$ cat src/hw/hazardPkg.sv
package hazardPkg;

    ////////////////////////////////////////
    // Widths with a meaning
    ////////////////////////////////////////
    typedef logic [31:0] instrWord;
    typedef logic [4:0]  regAddr;
    typedef logic [1:0]  tuseVal;
    typedef logic [1:0]  tnewVal;
    typedef logic [1:0]  fwdSrc;

    // Hazard info carried down the pipe, all zero is a bubble
    typedef struct packed {
        tuseVal tuseRs;
        regAddr readRs;
        tuseVal tuseRt;
        regAddr readRt;
        tnewVal tnew;
        regAddr writeA;
    } atInfo;

    typedef struct packed {
        fwdSrc rs;
        fwdSrc rt;
    } fwdSel;

    // Bypass sources
    localparam fwdSrc fwdNone  = 2'd0;
    localparam fwdSrc fwdFromE = 2'd1;
    localparam fwdSrc fwdFromM = 2'd2;
    localparam fwdSrc fwdFromW = 2'd3;

    localparam regAddr regZero = 5'd0;
    localparam regAddr regRa   = 5'd31;

    ////////////////////////////////////////
    // Opcodes
    ////////////////////////////////////////
    localparam logic [5:0] opR        = 6'h00;
    localparam logic [5:0] opRegimm   = 6'h01;
    localparam logic [5:0] opJ        = 6'h02;
    localparam logic [5:0] opJal      = 6'h03;
    localparam logic [5:0] opBeq      = 6'h04;
    localparam logic [5:0] opBne      = 6'h05;
    localparam logic [5:0] opBlez     = 6'h06;
    localparam logic [5:0] opBgtz     = 6'h07;
    localparam logic [5:0] opAddi     = 6'h08;
    localparam logic [5:0] opAddiu    = 6'h09;
    localparam logic [5:0] opSlti     = 6'h0a;
    localparam logic [5:0] opSltiu    = 6'h0b;
    localparam logic [5:0] opAndi     = 6'h0c;
    localparam logic [5:0] opOri      = 6'h0d;
    localparam logic [5:0] opXori     = 6'h0e;
    localparam logic [5:0] opLui      = 6'h0f;
    localparam logic [5:0] opSpecial2 = 6'h1c;
    localparam logic [5:0] opLb       = 6'h20;
    localparam logic [5:0] opLh       = 6'h21;
    localparam logic [5:0] opLw       = 6'h23;
    localparam logic [5:0] opLbu      = 6'h24;
    localparam logic [5:0] opLhu      = 6'h25;
    localparam logic [5:0] opSb       = 6'h28;
    localparam logic [5:0] opSh       = 6'h29;
    localparam logic [5:0] opSw       = 6'h2b;

    ////////////////////////////////////////
    // Funct codes, SPECIAL and SPECIAL2
    ////////////////////////////////////////
    localparam logic [5:0] functSll   = 6'h00;
    localparam logic [5:0] functSrl   = 6'h02;
    localparam logic [5:0] functSra   = 6'h03;
    localparam logic [5:0] functSllv  = 6'h04;
    localparam logic [5:0] functSrlv  = 6'h06;
    localparam logic [5:0] functSrav  = 6'h07;
    localparam logic [5:0] functJr    = 6'h08;
    localparam logic [5:0] functJalr  = 6'h09;
    localparam logic [5:0] functMovz  = 6'h0a;
    localparam logic [5:0] functMfhi  = 6'h10;
    localparam logic [5:0] functMthi  = 6'h11;
    localparam logic [5:0] functMflo  = 6'h12;
    localparam logic [5:0] functMtlo  = 6'h13;
    localparam logic [5:0] functMult  = 6'h18;
    localparam logic [5:0] functMultu = 6'h19;
    localparam logic [5:0] functDiv   = 6'h1a;
    localparam logic [5:0] functDivu  = 6'h1b;
    localparam logic [5:0] functAdd   = 6'h20;
    localparam logic [5:0] functAddu  = 6'h21;
    localparam logic [5:0] functSub   = 6'h22;
    localparam logic [5:0] functSubu  = 6'h23;
    localparam logic [5:0] functAnd   = 6'h24;
    localparam logic [5:0] functOr    = 6'h25;
    localparam logic [5:0] functXor   = 6'h26;
    localparam logic [5:0] functNor   = 6'h27;
    localparam logic [5:0] functSlt   = 6'h2a;
    localparam logic [5:0] functSltu  = 6'h2b;
    localparam logic [5:0] functMsub  = 6'h04;

    // REGIMM branches, selected by the rt field
    localparam regAddr rtBltz   = 5'h00;
    localparam regAddr rtBgez   = 5'h01;
    localparam regAddr rtBgezal = 5'h11;

endpackage

$ cat src/hw/atDecoder.sv
`timescale 1ns/1ps

module atDecoder (
    input  hazardPkg::instrWord instr,
    output hazardPkg::atInfo    info
);
    import hazardPkg::*;

    logic [5:0] opcode;
    logic [5:0] funct;
    regAddr     rs;
    regAddr     rt;
    regAddr     rd;

    assign opcode = instr[31:26];
    assign funct  = instr[5:0];
    assign rs     = instr[25:21];
    assign rt     = instr[20:16];
    assign rd     = instr[15:11];

    function automatic atInfo mkInfo(
        input tuseVal tuseRs,
        input regAddr readRs,
        input tuseVal tuseRt,
        input regAddr readRt,
        input tnewVal tnew,
        input regAddr writeA
    );
        atInfo r;
        r.tuseRs = tuseRs;
        r.readRs = readRs;
        r.tuseRt = tuseRt;
        r.readRt = readRt;
        r.tnew   = tnew;
        r.writeA = writeA;
        return r;
    endfunction

    always_comb begin
        info = '0;
        case (opcode)
            ////////////////////////////////////////
            // SPECIAL group
            ////////////////////////////////////////
            opR: begin
                case (funct)
                    functAdd, functAddu, functSub, functSubu,
                    functAnd, functOr, functXor, functNor,
                    functSllv, functSrlv, functSrav,
                    functSlt, functSltu:
                        info = mkInfo(2'd1, rs, 2'd1, rt, 2'd2, rd);

                    // Shift amount is immediate, rs unused
                    functSll, functSrl, functSra:
                        info = mkInfo(2'd0, regZero, 2'd1, rt, 2'd2, rd);

                    // HI/LO only, no GPR result
                    functMult, functMultu, functDiv, functDivu:
                        info = mkInfo(2'd1, rs, 2'd1, rt, 2'd0, regZero);

                    functMfhi, functMflo:
                        info = mkInfo(2'd0, regZero, 2'd0, regZero, 2'd2, rd);

                    functMthi, functMtlo:
                        info = mkInfo(2'd1, rs, 2'd0, regZero, 2'd0, regZero);

                    // Jump target needed in Decode
                    functJr:
                        info = mkInfo(2'd0, rs, 2'd0, regZero, 2'd0, regZero);

                    functJalr:
                        info = mkInfo(2'd0, rs, 2'd0, regZero, 2'd1, rd);

                    // Condition on rt resolved early
                    functMovz:
                        info = mkInfo(2'd1, rs, 2'd0, rt, 2'd2, rd);

                    default:
                        info = '0;
                endcase
            end

            opSpecial2: begin
                if (funct == functMsub) begin
                    info = mkInfo(2'd1, rs, 2'd1, rt, 2'd0, regZero);
                end
            end

            // Immediate ALU
            opAddi, opAddiu, opSlti, opSltiu, opAndi, opOri, opXori:
                info = mkInfo(2'd1, rs, 2'd0, regZero, 2'd2, rt);

            opLui:
                info = mkInfo(2'd0, regZero, 2'd0, regZero, 2'd1, rt);

            ////////////////////////////////////////
            // Memory access
            ////////////////////////////////////////
            opLw, opLb, opLbu, opLh, opLhu:
                info = mkInfo(2'd1, rs, 2'd0, regZero, 2'd3, rt);

            // Store data is not needed until Memory
            opSw, opSb, opSh:
                info = mkInfo(2'd1, rs, 2'd2, rt, 2'd0, regZero);

            // Branches compare in Decode
            opBeq, opBne:
                info = mkInfo(2'd0, rs, 2'd0, rt, 2'd0, regZero);

            opBlez, opBgtz:
                info = mkInfo(2'd0, rs, 2'd0, regZero, 2'd0, regZero);

            opRegimm: begin
                case (rt)
                    rtBltz, rtBgez:
                        info = mkInfo(2'd0, rs, 2'd0, regZero, 2'd0, regZero);
                    rtBgezal:
                        info = mkInfo(2'd0, rs, 2'd0, regZero, 2'd1, regRa);
                    default:
                        info = '0;
                endcase
            end

            // j touches no register and stays a bubble
            opJ:
                info = '0;

            opJal:
                info = mkInfo(2'd0, regZero, 2'd0, regZero, 2'd1, regRa);

            default:
                info = '0;
        endcase
    end

endmodule

$ cat src/hw/atPipeline.sv
`timescale 1ns/1ps

module atPipeline (
    input  logic             clk,
    input  logic             rst,
    input  hazardPkg::atInfo decInfo,
    input  logic             stall,
    output hazardPkg::atInfo eInfo,
    output hazardPkg::atInfo mInfo,
    output hazardPkg::atInfo wInfo
);
    import hazardPkg::*;

    atInfo eNext;
    atInfo mNext;
    atInfo wNext;

    // One stage older, Tnew counts down and stops at 0
    function automatic atInfo ageInfo(input atInfo cur);
        atInfo r;
        r = cur;
        if (cur.tnew != 2'd0) begin
            r.tnew = cur.tnew - 2'd1;
        end
        return r;
    endfunction

    ////////////////////////////////////////
    // Next-state values
    ////////////////////////////////////////

    // Decode held on stall, Execute takes a bubble
    always_comb begin
        if (stall) begin
            eNext = '0;
        end else begin
            eNext = ageInfo(decInfo);
        end
    end

    // Older stages always advance
    assign mNext = ageInfo(eInfo);
    assign wNext = ageInfo(mInfo);

    ////////////////////////////////////////
    // Stage registers
    ////////////////////////////////////////
    always_ff @(posedge clk) begin
        if (rst) begin
            eInfo <= '0;
            mInfo <= '0;
            wInfo <= '0;
        end else begin
            eInfo <= eNext;
            mInfo <= mNext;
            wInfo <= wNext;
        end
    end

endmodule

$ cat src/hw/stallDetector.sv
`timescale 1ns/1ps

module stallDetector (
    input  hazardPkg::atInfo decInfo,
    input  hazardPkg::atInfo eInfo,
    input  hazardPkg::atInfo mInfo,
    output logic             stall
);
    import hazardPkg::*;

    logic rsHitE;
    logic rsHitM;
    logic rtHitE;
    logic rtHitM;

    // Operand needed before the producer can deliver it
    function automatic logic mustWait(
        input regAddr readA,
        input tuseVal tuse,
        input atInfo  prod
    );
        logic match;
        match = (readA != regZero) && (readA == prod.writeA);
        return match && (tuse < prod.tnew);
    endfunction

    assign rsHitE = mustWait(decInfo.readRs, decInfo.tuseRs, eInfo);
    assign rsHitM = mustWait(decInfo.readRs, decInfo.tuseRs, mInfo);
    assign rtHitE = mustWait(decInfo.readRt, decInfo.tuseRt, eInfo);
    assign rtHitM = mustWait(decInfo.readRt, decInfo.tuseRt, mInfo);

    // Writeback is left out, its Tnew is always 0
    assign stall = rsHitE | rsHitM | rtHitE | rtHitM;

endmodule

$ cat src/hw/forwardSelect.sv
`timescale 1ns/1ps

module forwardSelect (
    input  hazardPkg::atInfo decInfo,
    input  hazardPkg::atInfo eInfo,
    input  hazardPkg::atInfo mInfo,
    input  hazardPkg::atInfo wInfo,
    output hazardPkg::fwdSel fwdD,
    output hazardPkg::fwdSel fwdE
);
    import hazardPkg::*;

    // Nearest stage writing readA wins
    // Source only given when that result already exists
    function automatic fwdSrc pickSrc(
        input regAddr readA,
        input atInfo  eStg,
        input atInfo  mStg,
        input atInfo  wStg
    );
        fwdSrc src;
        src = fwdNone;
        if (readA == regZero) begin
            src = fwdNone;
        end else if (readA == eStg.writeA) begin
            src = (eStg.tnew == 2'd0) ? fwdFromE : fwdNone;
        end else if (readA == mStg.writeA) begin
            src = (mStg.tnew == 2'd0) ? fwdFromM : fwdNone;
        end else if (readA == wStg.writeA) begin
            src = (wStg.tnew == 2'd0) ? fwdFromW : fwdNone;
        end
        return src;
    endfunction

    ////////////////////////////////////////
    // Decode operands
    ////////////////////////////////////////
    assign fwdD.rs = pickSrc(decInfo.readRs, eInfo, mInfo, wInfo);
    assign fwdD.rt = pickSrc(decInfo.readRt, eInfo, mInfo, wInfo);

    ////////////////////////////////////////
    // Execute operands
    ////////////////////////////////////////

    // A bubble in the Execute slot never matches a nonzero read
    assign fwdE.rs = pickSrc(eInfo.readRs, '0, mInfo, wInfo);
    assign fwdE.rt = pickSrc(eInfo.readRt, '0, mInfo, wInfo);

endmodule

$ cat src/hw/hazardUnit.sv
`timescale 1ns/1ps

module hazardUnit (
    input  logic                clk,
    input  logic                rst,
    input  hazardPkg::instrWord instr,
    output logic                stall,
    output hazardPkg::fwdSel    fwdD,
    output hazardPkg::fwdSel    fwdE
);
    import hazardPkg::*;

    atInfo decInfo;
    atInfo eInfo;
    atInfo mInfo;
    atInfo wInfo;

    atDecoder decoder_i (
        .instr (instr),
        .info  (decInfo)
    );

    // Stage copies for Execute, Memory, Writeback
    atPipeline pipe_i (
        .clk     (clk),
        .rst     (rst),
        .decInfo (decInfo),
        .stall   (stall),
        .eInfo   (eInfo),
        .mInfo   (mInfo),
        .wInfo   (wInfo)
    );

    stallDetector stall_i (
        .decInfo (decInfo),
        .eInfo   (eInfo),
        .mInfo   (mInfo),
        .stall   (stall)
    );

    forwardSelect fwd_i (
        .decInfo (decInfo),
        .eInfo   (eInfo),
        .mInfo   (mInfo),
        .wInfo   (wInfo),
        .fwdD    (fwdD),
        .fwdE    (fwdE)
    );

endmodule

$ cat config.mk
export PLATFORM = sky130hd
export DESIGN_NAME = hazardUnit
export DESIGN_NICKNAME = d
export VERILOG_FILES = /design/src/hw/hazardPkg.sv /design/src/hw/atDecoder.sv /design/src/hw/atPipeline.sv /design/src/hw/stallDetector.sv /design/src/hw/forwardSelect.sv /design/src/hw/hazardUnit.sv
export SDC_FILE = /design/constraint.sdc
export NUM_CORES = 1
export LEC_CHECK = 0
export BUFFER_PORTS_ARGS = -buffer_cell sky130_fd_sc_hd__buf_2
export CORE_ASPECT_RATIO = 1.1
export CORE_MARGIN = 4
export CORE_UTILIZATION = 40
export DETAILED_ROUTE_END_ITERATION = 10
export PLACE_DENSITY_LB_ADDON = 0.3
export SLEW_MARGIN = 40
export SYNTH_ARGS = -nofsm -noshare
export SYNTH_HDL_FRONTEND = slang
export SYNTH_HIERARCHICAL = 1
export SYNTH_SLANG_ARGS = --single-unit
$ cat constraint.sdc
create_clock -name clk -period 4.9 [get_ports clk]
set_input_delay 0.245 -clock clk [delete_from_list [all_inputs] [get_ports clk]]
set_output_delay 0.245 -clock clk [all_outputs]
set_load 0.03 [all_outputs]
==> metrics.txt <==
Min Clock Period, post-route 3345 ps; crit share post-route 0.6826; combinational fraction of design power 0.309; status completed; H-tree depth 2; leak pwr 1.248 nW; unrepaired setup endpoints after global routing no; Worst Skew ~4.1 ps; total negative setup slack 0 ps; via count 2329; mean post-synth cell area roughly 8.4 um2; first-pass GRT wire length 10.87 mm; Cell Area, Synth 2830 um2; DR pass1 iterations 6; ANT cells 0; clock sinks 31; Net Switching around 0.00022 W; antenna violations before repair 0; IO Port Bufs 37; setup bufs post-CTS 0; GRT Total Usage 0.1622; Overflow after GRT 0; Worst Tran Pin Value 641.0 ps; post-route antenna net violation count 0; drt wl/cell 15.04 um; Max IR drop VDD around 0.000095 V; HPWL after DPL 4.958 mm; FMAX ~300 MHz; power share of the sequential group 0.406; Hold Path Stages 3; Inst Count DP 421; Core Area 6749 um2; pin count of the biggest net entering global routing 32; die extent in x 88.20 um; fraction of power spent switching nets 0.3317; Hold Crit Class input port to register; Final Cell Area 2952 um2; hold_ws between 300 and 400 ps; drt drc 0; mean number of vias per cell 5.429; Max-Cap Viols 0; vias in the first global route 2225; Initial Util 0.4194; hold buffer count at cts 0; # fillers between 700 and 800; worst skew pair latency 280 ps; First DRT Iteration DRCs 138; CP max FO 9; Area after DPL 2870 um2; Final Wtd Congestion between 0.8 and 0.9; die height 96.22 um; Gate Count Post-Synth 337; Mapped Nets approximately 380; # rows 31; Pwr Density 224.0 nW/um2; non-filler cells, final ~430; Setup violations, final 0; Req. time, crit path about 4700 ps; R2R cell count 7; Root Buffer clkbuf_8; post-cts sizing count 0; IO Pins 43; Pins Over Slew Limit 0; Final Total Pwr between 0.0006 and 0.0007 W; Yosys warnings 6; relative slew slack 0.5719; part of the power in the clock network 0.285; die area 8487 um2; Int Power between 0.0004 and 0.0005 W; TritonCTS clock tree yes; share of cells above drive strength 1 0.1844; Final Hold Fails 0; type of destination of the critical path primary output; CP Class input port to primary output; Post-Route WL ~6.5 mm; area delta synth->final 4.288%; CP arrival 3100 ps; TritonCTS buffer count 5; CTS clk-pin slew, worst paths 60 ps; Critical Path Source Type input port; nets 384; clk buf depth 2
## registers in the layout, indices dropped and copies added (netlist names)
signal / cells
pipe_i/mInfo: 7
pipe_i/eInfo: 17
pipe_i/wInfo: 7
## layout make-up
| cell class | instances | area, um2 | area share |
|---|---|---|---|
| clock inverters | 1 | 5.005 | 0.001696 |
| well taps | 82 | 102.6 | 0.03476 |
| multi-input cells | 263 | 1928 | 0.6532 |
| flip-flops and latches | 31 | 620.6 | 0.2103 |
| inverters | 7 | 26.28 | 0.008902 |
| repair buffers | 38 | 192.7 | 0.06528 |
| clock buffers | 7 | 76.32 | 0.02586 |
## final timing paths
check	start	to	slack [ps]
setup / recovery	instr[28]	fwdD[1]	1560
hold / removal	instr[15]	pipe_i/eInfo[4]$_SDFF_PP0_	380
setup reg to reg	pipe_i/mInfo[6]$_SDFF_PP0_	pipe_i/eInfo[1]$_SDFF_PP0_	2960
hold reg to reg	pipe_i/eInfo[6]$_SDFF_PP0_	pipe_i/mInfo[5]$_SDFF_PP0_	520
## routing by layer
layer / up-vias / wire length, um / global-route usage
met3: 10 / 274 / 0.02568
met5: - / 0 / 0
met4: 0 / 86 / 0.04408
met2: 50 / 2904 / 0.2575
li1: 1181 / - / -
met1: 1088 / 3188 / 0.2266
## power groups by stage
stage	logic [W]	registers (W)	clock network [W]
after floorplan	0.000170	0.000266	0
after global placement	0.000201	0.000274	0
after detailed placement	0.000205	0.000274	0
after CTS	0.000206	0.000268	0.000194
after global routing	0.000227	0.000269	0.000211
final	0.000204	0.000269	0.000188
## stage by stage
stage,setup WS [ps],utilization
after floorplan,1781,-
after global placement,1502,0.4245
after detailed placement,1502,0.4253
after CTS,1548,0.4373
after global routing,1313,0.4373
final,1555,0.4373
## placed cells by master (no fill, tap or decap), types with 2 or more instances in the layout
master and n:
a2111oi_0 2, a2111oi_1 2, a21oi_1 9, a221o_2 5, and2_1 10, and3b_1 2
and4b_1 2, buf_2 37, clkbuf_1 2, clkbuf_8 5, dfxtp_1 31, ha_1 4
inv_1 7, mux2i_1 2, nand2_1 13, nand2b_1 10, nand3_1 9, nand4_1 5
nor2_1 15, nor2b_1 13, nor3_1 11, nor3b_1 19, nor4_1 4, nor4b_1 3
o211ai_1 3, o211ai_2 2, o21ai_0 7, o21ai_2 4, o21bai_1 2, o22ai_1 6
or2_0 2, or2_2 2, or3_1 2, or4_1 6, xnor2_1 43, xor2_1 28
## worst max-delay path, cell delays in order
cell	delay [ps]
buf_2	150
nor4_4	380
nand4_1	140
a311o_2	400
o211ai_2	240
and2_1	420
xnor2_1	170
nand2_1	80
or4_1	460
a21oi_1	200
buf_2	230
Note: power is estimated with default switching activity, not from simulation.
